==> config.mk <==
export PLATFORM = sky130hd
export DESIGN_NAME = cpu_handler_top
export DESIGN_NICKNAME = d
export VERILOG_FILES = /design/src/hdl/cpu_pkg.sv /design/src/hdl/cpu_fetch.sv /design/src/hdl/cpu_execute.sv /design/src/hdl/bus_arbiter.sv /design/src/hdl/pin_sequencer.sv /design/src/hdl/cpu_handler_top.sv
export SDC_FILE = /design/constraint.sdc
export NUM_CORES = 1
export LEC_CHECK = 0
export BUFFER_PORTS_ARGS = -buffer_cell sky130_fd_sc_hd__buf_2
export CORE_UTILIZATION = 35
export DETAILED_ROUTE_END_ITERATION = 10
export PLACE_DENSITY_LB_ADDON = 0.25
export SKIP_CTS_REPAIR_TIMING = 1
export SYNTH_ARGS = -nofsm -noshare
export SYNTH_HDL_FRONTEND = slang
export SYNTH_SLANG_ARGS = --single-unit
==> constraint.sdc <==
create_clock -name clk -period 8.95 [get_ports clk]
set_clock_uncertainty 0.2 [all_clocks]
set_input_delay 0.4475 -clock clk [delete_from_list [all_inputs] [get_ports clk]]
set_output_delay 0.4475 -clock clk [all_outputs]
set_load 0.1 [all_outputs]
==> src/hdl/cpu_pkg.sv <==
//**************************************************
// Shared ISA definitions: opcodes, field widths,
// bus frame constants and the instruction word union
//**************************************************
package cpu_pkg;

  // Instruction field widths
  localparam int unsigned opcode_w = 4;
  localparam int unsigned reg_w    = 3;
  localparam int unsigned imm_w    = 22;
  localparam int unsigned unused_w = 32 - opcode_w - 3 * reg_w;

  // Register form opcodes
  localparam logic [opcode_w-1:0] op_add  = 4'h0;  // rd = rs1 + rs2
  localparam logic [opcode_w-1:0] op_sub  = 4'h1;  // rd = rs1 - rs2
  localparam logic [opcode_w-1:0] op_xor  = 4'h2;  // rd = rs1 ^ rs2

  // Immediate form opcodes, imm is sign extended
  localparam logic [opcode_w-1:0] op_addi = 4'h3;  // rd = rs1 + imm
  localparam logic [opcode_w-1:0] op_ld   = 4'h4;  // rd = mem[rs1 + imm]
  localparam logic [opcode_w-1:0] op_st   = 4'h5;  // mem[rs1 + imm] = rd
  localparam logic [opcode_w-1:0] op_beqz = 4'h6;  // If rs1 == 0 then pc = pc + imm
  localparam logic [opcode_w-1:0] op_halt = 4'h7;  // Other codes also halt

  // Pin frame layout
  localparam logic [3:0] phase_last = 4'd8;   // Last phase of a frame
  localparam logic [3:0] frame_len  = 4'd9;   // Phases per frame
  localparam int unsigned cmd_valid_bit = 7;  // Set in every command byte
  localparam logic [3:0] word_bytes = 4'd4;   // Bytes per bus word

  localparam int unsigned reg_count = 8;      // r0 reads as zero

  // One instruction word, decoded either as register or immediate form.
  // The opcode, rd and rs1 fields line up in both views.
  typedef union packed {
    struct packed {
      logic [opcode_w-1:0] opcode;
      logic [reg_w-1:0]    rd;
      logic [reg_w-1:0]    rs1;
      logic [reg_w-1:0]    rs2;
      logic [unused_w-1:0] unused;
    } r;
    struct packed {
      logic [opcode_w-1:0] opcode;
      logic [reg_w-1:0]    rd;
      logic [reg_w-1:0]    rs1;
      logic [imm_w-1:0]    imm;
    } i;
  } cpu_instr_u;

endpackage

==> src/hdl/cpu_fetch.sv <==
//**************************************************
// Instruction fetch: pc, one-word buffer, fetch requests
//**************************************************
`timescale 1ns/1ps

module cpu_fetch (
  input  logic                clk,
  input  logic                reset,
  input  logic                run,
  input  logic                fetch_ack,
  input  logic [31:0]         bus_rdata,
  input  logic                instr_take,
  input  logic                redirect,
  input  logic [31:0]         redirect_pc,
  output logic                fetch_req,
  output logic [31:0]         fetch_addr,
  output cpu_pkg::cpu_instr_u instr,
  output logic [31:0]         instr_pc,
  output logic                instr_valid
);
  import cpu_pkg::*;

  logic [31:0] pc;       // Address of the next word to fetch
  logic        discard;  // Fetch in flight belongs to a flushed path
  logic        issue;
  logic        fill;

  // New request when the buffer is free now or frees this cycle
  assign issue = run && !fetch_req && !redirect && (!instr_valid || instr_take);
  assign fill  = fetch_ack && !discard && !redirect;

  always_ff @(posedge clk) begin
    if (reset) begin
      pc          <= 32'h0;
      fetch_req   <= 1'b0;
      instr_valid <= 1'b0;
      discard     <= 1'b0;
    end else begin
      if (redirect) begin
        pc <= redirect_pc;  // Taken branch reloads the pc
      end else if (issue) begin
        pc <= pc + 32'(word_bytes);
      end

      if (issue) begin
        fetch_req <= 1'b1;
      end else if (fetch_ack) begin
        fetch_req <= 1'b0;
      end

      if (redirect) begin
        instr_valid <= 1'b0;  // Flush
      end else if (fill) begin
        instr_valid <= 1'b1;
      end else if (instr_take) begin
        instr_valid <= 1'b0;
      end

      if (fetch_ack) begin
        discard <= 1'b0;
      end else if (redirect && fetch_req) begin
        discard <= 1'b1;  // Let the frame finish, drop its word
      end
    end
  end

  always_ff @(posedge clk) begin
    if (issue) begin
      fetch_addr <= pc;
    end
    if (fill) begin
      instr    <= bus_rdata;
      instr_pc <= fetch_addr;  // Word address becomes the branch base
    end
  end

  a_fetch_addr_stable : assert property (
    @(posedge clk) disable iff (reset)
    fetch_req && !fetch_ack |=> $stable(fetch_addr)
  );

endmodule

==> src/hdl/cpu_execute.sv <==
//**************************************************
// Execute unit: register file, ALU, branch,
// load/store requests and halt
//**************************************************
`timescale 1ns/1ps

module cpu_execute (
  input  logic                clk,
  input  logic                reset,
  input  cpu_pkg::cpu_instr_u instr,
  input  logic [31:0]         instr_pc,
  input  logic                instr_valid,
  input  logic                data_ack,
  input  logic [31:0]         bus_rdata,
  output logic                instr_take,
  output logic                redirect,
  output logic [31:0]         redirect_pc,
  output logic                data_req,
  output logic                data_we,
  output logic [31:0]         data_addr,
  output logic [31:0]         data_wdata,
  output logic                halted
);
  import cpu_pkg::*;

  logic [31:0] regs [reg_count];

  logic [opcode_w-1:0] opcode;
  logic [reg_w-1:0]    rd_idx;
  logic [reg_w-1:0]    rs1_idx;
  logic [reg_w-1:0]    rs2_idx;
  logic [31:0]         rd_val;
  logic [31:0]         rs1_val;
  logic [31:0]         rs2_val;
  logic [31:0]         imm_ext;
  logic [31:0]         alu_result;

  logic is_alu;    // Any op that writes back from the ALU
  logic is_mem;
  logic is_beqz;
  logic is_halt;
  logic can_issue;

  logic [reg_w-1:0] load_rd;  // Destination of the outstanding load
  logic             wr_en;
  logic [reg_w-1:0] wr_idx;
  logic [31:0]      wr_data;

  assign opcode  = instr.r.opcode;
  assign rd_idx  = instr.r.rd;
  assign rs1_idx = instr.r.rs1;
  assign rs2_idx = instr.r.rs2;
  assign imm_ext = {{(32 - imm_w){instr.i.imm[imm_w-1]}}, instr.i.imm};

  // r0 is hardwired to zero
  assign rd_val  = (rd_idx == '0) ? 32'h0 : regs[rd_idx];
  assign rs1_val = (rs1_idx == '0) ? 32'h0 : regs[rs1_idx];
  assign rs2_val = (rs2_idx == '0) ? 32'h0 : regs[rs2_idx];

  always_comb begin
    is_alu     = 1'b0;
    is_mem     = 1'b0;
    is_beqz    = 1'b0;
    is_halt    = 1'b0;
    alu_result = 32'h0;
    case (opcode)
      op_add: begin
        is_alu     = 1'b1;
        alu_result = rs1_val + rs2_val;
      end
      op_sub: begin
        is_alu     = 1'b1;
        alu_result = rs1_val - rs2_val;
      end
      op_xor: begin
        is_alu     = 1'b1;
        alu_result = rs1_val ^ rs2_val;
      end
      op_addi: begin
        is_alu     = 1'b1;
        alu_result = rs1_val + imm_ext;
      end
      op_ld, op_st: is_mem  = 1'b1;
      op_beqz:      is_beqz = 1'b1;
      default:      is_halt = 1'b1;  // op_halt and unknown codes
    endcase
  end

  // One instruction at a time, nothing while a load or store waits
  assign can_issue = instr_valid && !data_req && !halted;

  // Halt stays in the buffer, which keeps fetch quiet afterwards
  assign instr_take  = can_issue && !is_halt;
  assign redirect    = can_issue && is_beqz && (rs1_val == 32'h0);
  assign redirect_pc = instr_pc + imm_ext;

  always_comb begin
    wr_en   = 1'b0;
    wr_idx  = rd_idx;
    wr_data = alu_result;
    if (data_req && data_ack && !data_we) begin
      wr_en   = 1'b1;  // Load return
      wr_idx  = load_rd;
      wr_data = bus_rdata;
    end else if (can_issue && is_alu) begin
      wr_en = 1'b1;
    end
  end

  always_ff @(posedge clk) begin
    if (wr_en && wr_idx != '0) begin
      regs[wr_idx] <= wr_data;
    end
  end

  always_ff @(posedge clk) begin
    if (reset) begin
      data_req <= 1'b0;
      halted   <= 1'b0;
    end else begin
      if (can_issue && is_mem) begin
        data_req <= 1'b1;
      end else if (data_ack) begin
        data_req <= 1'b0;
      end
      if (can_issue && is_halt) begin
        halted <= 1'b1;  // Sticky until reset
      end
    end
  end

  // Access fields held steady while data_req is up
  always_ff @(posedge clk) begin
    if (can_issue && is_mem) begin
      data_we    <= (opcode == op_st);
      data_addr  <= rs1_val + imm_ext;
      data_wdata <= rd_val;
      load_rd    <= rd_idx;
    end
  end

  a_no_req_after_halt : assert property (
    @(posedge clk) disable iff (reset)
    halted |=> !$rose(data_req)
  );

endmodule

==> src/hdl/bus_arbiter.sv <==
//**************************************************
// Fixed-priority bus arbiter, data over fetch
//**************************************************
`timescale 1ns/1ps

module bus_arbiter (
  input  logic        clk,
  input  logic        reset,
  input  logic        fetch_req,
  input  logic [31:0] fetch_addr,
  input  logic        data_req,
  input  logic        data_we,
  input  logic [31:0] data_addr,
  input  logic [31:0] data_wdata,
  input  logic        bus_ack,
  output logic        fetch_ack,
  output logic        data_ack,
  output logic        bus_req,
  output logic        bus_we,
  output logic [31:0] bus_addr,
  output logic [31:0] bus_wdata
);

  logic granted;     // Bus owned from grant to ack
  logic owner_data;  // 1 = execute unit, 0 = fetch unit

  always_ff @(posedge clk) begin
    if (reset) begin
      granted    <= 1'b0;
      owner_data <= 1'b0;
    end else if (!granted) begin
      if (data_req || fetch_req) begin
        granted    <= 1'b1;
        owner_data <= data_req;  // Data wins a tie
      end
    end else if (bus_ack) begin
      granted <= 1'b0;
    end
  end

  // Owner is frozen while granted, so fields cannot switch mid frame
  assign bus_req   = granted;
  assign bus_we    = owner_data && data_we;
  assign bus_addr  = owner_data ? data_addr : fetch_addr;
  assign bus_wdata = data_wdata;  // Fetch never writes

  assign fetch_ack = bus_ack && granted && !owner_data;
  assign data_ack  = bus_ack && granted && owner_data;

  a_one_ack : assert property (
    @(posedge clk) disable iff (reset)
    !(fetch_ack && data_ack)
  );

  // Owner keeps its request up until its frame is acknowledged
  a_owner_holds : assert property (
    @(posedge clk) disable iff (reset)
    granted && !bus_ack |-> (owner_data ? data_req : fetch_req)
  );

endmodule

==> src/hdl/pin_sequencer.sv <==
//**************************************************
// Nine-phase pin frame engine: command, address and
// write bytes out, read bytes in
//**************************************************
`timescale 1ns/1ps

module pin_sequencer (
  input  logic        clk,
  input  logic        reset,
  input  logic        bus_req,
  input  logic        bus_we,
  input  logic [31:0] bus_addr,
  input  logic [31:0] bus_wdata,
  input  logic [7:0]  uio_in,
  output logic        bus_ack,
  output logic [31:0] bus_rdata,
  output logic [7:0]  uo_out,
  output logic [7:0]  uio_out,
  output logic [7:0]  uio_oe
);
  import cpu_pkg::*;

  logic        active;       // Frame in progress
  logic [3:0]  phase;
  logic        frame_we;
  logic [31:0] frame_addr;
  logic [31:0] frame_wdata;

  logic        start;
  logic        addr_phase;   // Phases 1 to 4
  logic        read_phase;   // Phases 5 to 8
  logic [3:0]  phase_m1;
  logic [1:0]  byte_idx;
  logic [7:0]  cmd_byte;

  // Ack cycle still shows the old request, so skip it
  assign start = bus_req && !active && !bus_ack;

  assign addr_phase = (phase != 4'd0) && (phase <= word_bytes);
  assign read_phase = (phase > word_bytes);
  assign phase_m1   = phase - 4'd1;
  assign byte_idx   = phase_m1[1:0];  // Low byte first

  always_comb begin
    cmd_byte                = 8'h00;
    cmd_byte[cmd_valid_bit] = 1'b1;
    cmd_byte[0]             = frame_we;
  end

  always_ff @(posedge clk) begin
    if (reset) begin
      active  <= 1'b0;
      phase   <= 4'd0;
      bus_ack <= 1'b0;
    end else begin
      bus_ack <= 1'b0;
      if (start) begin
        active <= 1'b1;
        phase  <= 4'd0;
      end else if (active) begin
        if (phase == phase_last) begin
          active  <= 1'b0;
          bus_ack <= 1'b1;  // One cycle after phase 8
        end else begin
          phase <= phase + 4'd1;
        end
      end
    end
  end

  // Access captured at the start of the frame
  always_ff @(posedge clk) begin
    if (start) begin
      frame_we    <= bus_we;
      frame_addr  <= bus_addr;
      frame_wdata <= bus_wdata;
    end
    if (active && read_phase && !frame_we) begin
      bus_rdata <= {uio_in, bus_rdata[31:8]};  // Fill from the top
    end
  end

  always_comb begin
    uo_out  = 8'h00;
    uio_out = 8'h00;
    uio_oe  = 8'h00;
    if (active) begin
      if (phase == 4'd0) begin
        uo_out = cmd_byte;
      end else if (addr_phase) begin
        uo_out = frame_addr[8 * byte_idx +: 8];
        if (frame_we) begin
          uio_out = frame_wdata[8 * byte_idx +: 8];
          uio_oe  = 8'hff;
        end
      end
    end
  end

  a_oe_write_only : assert property (
    @(posedge clk) disable iff (reset)
    (uio_oe != 8'h00) |-> active && frame_we && addr_phase
  );

  // Full frame length from phase 0 to ack
  a_frame_len : assert property (
    @(posedge clk) disable iff (reset)
    $rose(bus_ack) |-> $past(active, frame_len) && $past(phase, frame_len) == 4'd0
  );

endmodule

==> src/hdl/cpu_handler_top.sv <==
//**************************************************
// CPU handler top: fetch, execute, arbiter, pins
//**************************************************
`timescale 1ns/1ps

module cpu_handler_top (
  input  logic       clk,
  input  logic       reset,
  input  logic [7:0] ui_in,
  input  logic [7:0] uio_in,
  output logic [7:0] uo_out,
  output logic [7:0] uio_out,
  output logic [7:0] uio_oe
);
  import cpu_pkg::*;

  cpu_instr_u  instr;
  logic [31:0] instr_pc;
  logic        instr_valid;
  logic        instr_take;
  logic        redirect;
  logic [31:0] redirect_pc;
  logic        halted;

  logic        fetch_req;
  logic [31:0] fetch_addr;
  logic        fetch_ack;
  logic        data_req;
  logic        data_we;
  logic [31:0] data_addr;
  logic [31:0] data_wdata;
  logic        data_ack;

  logic        bus_req;
  logic        bus_we;
  logic [31:0] bus_addr;
  logic [31:0] bus_wdata;
  logic        bus_ack;
  logic [31:0] bus_rdata;  // Shared by both requesters

  cpu_fetch i_cpu_fetch (
    .clk, .reset,
    .run         (ui_in[0]),
    .fetch_ack, .bus_rdata, .instr_take, .redirect, .redirect_pc,
    .fetch_req, .fetch_addr, .instr, .instr_pc, .instr_valid
  );

  cpu_execute i_cpu_execute (
    .clk, .reset, .instr, .instr_pc, .instr_valid, .data_ack, .bus_rdata,
    .instr_take, .redirect, .redirect_pc,
    .data_req, .data_we, .data_addr, .data_wdata, .halted
  );

  bus_arbiter i_bus_arbiter (
    .clk, .reset,
    .fetch_req, .fetch_addr, .data_req, .data_we, .data_addr, .data_wdata,
    .bus_ack, .fetch_ack, .data_ack,
    .bus_req, .bus_we, .bus_addr, .bus_wdata
  );

  pin_sequencer i_pin_sequencer (
    .clk, .reset, .bus_req, .bus_we, .bus_addr, .bus_wdata, .uio_in,
    .bus_ack, .bus_rdata, .uo_out, .uio_out, .uio_oe
  );

  // Once halted, neither unit has anything left on the bus
  a_bus_quiet_when_halted : assert property (
    @(posedge clk) disable iff (reset)
    halted |-> !bus_req
  );

endmodule

==> summary.md <==
| Metric | Value |
|---|---|
| Layout cells sized above 1 | 0.1914 |
| TritonCTS clock tree | built |
| Slowest cell delay on critical path | 0.90 ns |
| Final setup fails | 0 |
| Mean Syn Cell Area | 13.13 µm² |
| Core Util, Final | 0.3970 |
| PnR Total Power | 5.859 mW |
| Top layer in use | met4 |
| Std-Cell Rows | 110 |
| Worst-Margin Slew | 1.276 ns |
| Hold_ws | 0.1840 ns |
| Relative slew margins | 0.1403 |
| Worst Hold Launch | reset |
| Core ar. | 0.08987 mm² |
| CP most frequent cell | o21ai_0 |
| Cell count after placement | 3574 |
| Die Span Y | 303.2 µm |
| M1 WL | 43.46 mm |
| Critical path peak fanout | 25 |
| Worst Setup End Kind | flip-flop |
| I/O pins | 42 |
| CTS Root Cell | clkbuf_16 |
| Worst path cell trace | buf_4 > o31a_1 > a22o_1 > nor3_2 > and3_1 > o21ai_0 > o21bai_1 > xnor2_1 > ha_1 > nand3_1 > nor3_1 > a21boi_0 > o21ai_0 > a2111oi_0 > a211oi_1 > o21ai_0 |
| Ys flop type | edfxtp_1 |
| Vias in the first global route | 21.94k |
| Switching Share | 0.2080 |
| Worst hold path class | input port to flip-flop |
| Initial antenna violation count | 1 |
| Yosys top cell area share | 0.4889 |
| DRC errors left | 0 |
| Worst Path Arrival | 7.29 ns |
| Synth warn | 0 |
| Reg-to-reg critical path startpoint | i_cpu_fetch.instr[21]$_DFFE_PP_ |
| WL met2 | 49.80 mm |
| Final Wtd Congestion | 0.9233 |
| Final period util | 0.8102 |
| Most frequent cell after synthesis | edfxtp_1 |
| Hold Path Depth | 3 |
| Post-synth ARST share | 0 |
| Comb pwr share | 0.025 |
| Met3 WL | 6.903 mm |
| Reg2reg setup slack | 1.70 ns |
| Slowest-stage cell, CP | o21ai_0 |
| Cell variety after synth | 83 |
| H-tree Lvls | 3 |
| Layout area overhead | 12.37% |
| Final Hold Viols | 0 |
| Number of flops mapped to enable cells by yosys | 517 |
| Area post-placement | 0.03339 mm² |
| Nets@finish | 2592 |
| Routed via count | 21.86k |
| Post-route minimum period | 7.251 ns |
| Drt wl/cell | 28.16 µm |
| Type of origin of the critical path | flip-flop |
| Die area | 0.09193 mm² |
| Post-Route WL | 104.2 mm |
| Clk buf depth | 3 |
| Biggest register | i_cpu_execute.regs |
| CTS Buf Count | 66 |
| Avg Vias per Cell | 5.910 |
| Flop pwr share | 0.499 |
| Port-buffer cells | 34 |
| Max Transition Viols Final | 0 |
| Int Power | 4.640 mW |
| Hold endpoint | i_cpu_execute.data_req$_SDFFE_PP0P_ |
| GRT overflow | 0 |
| RSZ-0062 raised after global routing | no |
| Leak Pwr | 12.52 nW |
| Fillers | 8366 |
| Final Non-Filler Cells | 3699 |
| Initial core utilization | 0.3533 |
| Area contributors post-synth | edfxtp_1 (49%), mux4_2 (12%), ha_1 (3.8%) |
| Number of diodes | 0 |
| Maximum VDD drop | 0.2145 mV |
| Net Sw Power | 1.219 mW |
| Leading area contributor after synthesis | edfxtp_1 |
| Post-Layout Inst Area | 0.03568 mm² |
| First-pass GRT wire length | 149.9 mm |
| Setup TNS | 0 ns |
| FMAX | 137.9 MHz |
| Clk sinks | 568 |
| Hpwl dp | 73.39 mm |
| Pre-CTS WS | 1.842 ns |
| Clk slew on worst S/H paths | 0.06 ns |
| Clock power share | 0.476 |
| Power Density | 164.2 mW/mm² |
| Crit Reg-Reg Endpoint | i_cpu_execute.regs[2][30]$_DFFE_PP_ |
| Global Route Usage Sum | 0.2262 |
| 1st-pass router iterations | 5 |
| Fin worst setup slack | 1.699 ns |
| Worst R2R Path Depth | 16 |
| Synth Register Bits | 568 |
| Max reg flops | 256 |
| Mapped Cells | 2418 |
| Buf+Inv Stages, Crit Path | 1 |
| 1st-iter DRT viols | 2247 |
| Required time worst endpoint | 8.99 ns |
| Clk_lat worst skew | 0.62 ns |
| Die W | 303.2 µm |
| Largest delay share family, worst path | compound AO/OA/AOI/OAI gates |
| Post-route ant nets | 0 |
| WS Path Type | flip-flop to flip-flop |
| Synth cell count leaders | edfxtp_1 (517), nor2_1 (194), mux4_2 (176) |
| MaxCap Viol Count | 0 |
| Post-synthesis sequential area ratio | 0.5211 |
| Status | finished, final reports clean |
| Post-synthesis cell area | 0.03175 mm² |
| Largest net degree at the start of global routing | 63 |
[worst max-delay path by stage]
stage	startpoint	endpoint	slack, ns	cells after the start
6_report	i_cpu_fetch.instr[21]$_DFFE_PP_	i_cpu_execute.regs[2][30]$_DFFE_PP_	1.70	16
3_5_place_dp	flip-flop	i_cpu_execute.regs[0][30]$_DFFE_PP_	1.84	16
5_1_grt	i_cpu_fetch.instr[21]$_DFFE_PP_	i_cpu_execute.regs[5][30]$_DFFE_PP_	1.33	16
3_3_place_gp	flip-flop	i_cpu_execute.regs[0][30]$_DFFE_PP_	1.95	17
4_1_cts	flip-flop	i_cpu_execute.regs[1][30]$_DFFE_PP_	1.81	16
2_1_floorplan	i_pin_sequencer.active$_SDFF_PP0_	i_pin_sequencer.phase[0]$_SDFFE_PP0P_	2.58	4
[routing by layer]
metal	vias to the layer above	global-route usage
met5	-	0
met4	0	0.08638
met3	171	0.03170
met2	844	0.3708
met1	11260	0.3034
li1	9582	-
[area by class of cell]
| cell class | instances | area (µm²) | area share |
|---|---|---|---|
| clock buffers | 83 | 1800 | 0.05046 |
| clock inverters | 34 | 405.4 | 0.01136 |
| inverters | 68 | 255.2 | 0.007154 |
| multi-input cells | 1679 | 14560 | 0.4080 |
| flip-flops and latches | 568 | 16560 | 0.4641 |
| well taps | 1176 | 1471 | 0.04124 |
| repair buffers | 91 | 630.6 | 0.01767 |
[power groups by stage]
stage          Sequential [mW]  Combinational (mW)  Clock, mW
3_3_place_gp              2.98               0.145          0
4_1_cts                   2.92               0.147       2.85
2_1_floorplan             2.97               0.100          0
3_5_place_dp              2.98               0.148          0
5_1_grt                   2.93               0.158       2.94
6_report                  2.92               0.148       2.79
[placed cells by master, fill, tap and decap left out, drive strengths merged, types with 13 or more instances in the layout]
master | synthesis | routed
a211oi | 35 | 35
a21o | 51 | 51
a21oi | 160 | 160
a221oi | 44 | 44
a31oi | 20 | 20
and2 | 13 | 13
and3 | 21 | 21
buf | 49 | 83
clkbuf | 85 | 83
clkinv | 0 | 20
conb | 1 | 32
dfxtp | 51 | 51
edfxtp | 517 | 517
ha | 97 | 97
inv | 68 | 72
mux2 | 64 | 64
mux2i | 68 | 68
mux4 | 176 | 176
nand2 | 107 | 107
nand3 | 42 | 42
nand4 | 16 | 16
nor2 | 194 | 194
nor2b | 25 | 25
nor3 | 31 | 31
o21a | 13 | 13
o21ai | 95 | 95
o21bai | 13 | 13
or3 | 21 | 21
xnor2 | 92 | 92
xor2 | 73 | 73
[logic make-up after synthesis]
logic type | count (synthesis) | synth area share
XOR/XNOR | 165 | 0.04575
other | 1 | 0.0001181
adder cells (fa/ha/maj) | 100 | 0.04012
buffers and inverters | 202 | 0.02743
AO/OA/AOI/OAI | 534 | 0.1127
AND/OR/NAND/NOR | 540 | 0.08378
multiplexers | 308 | 0.1690
flip-flops | 568 | 0.5211
[worst reg2reg max path, stage by stage, from the launching register on]
cell,delay (ns)
edfxtp_1,0.32
buf_4,0.38
o31a_1,0.90
a22o_1,0.53
nor3_2,0.11
and3_1,0.20
o21ai_0,0.74
o21bai_1,0.41
xnor2_1,0.15
ha_1,0.40
nand3_1,0.20
nor3_1,0.21
a21boi_0,0.38
o21ai_0,0.25
a2111oi_0,0.46
a211oi_1,0.13
o21ai_0,0.90
Note: power is estimated with default switching activity, not from simulation.
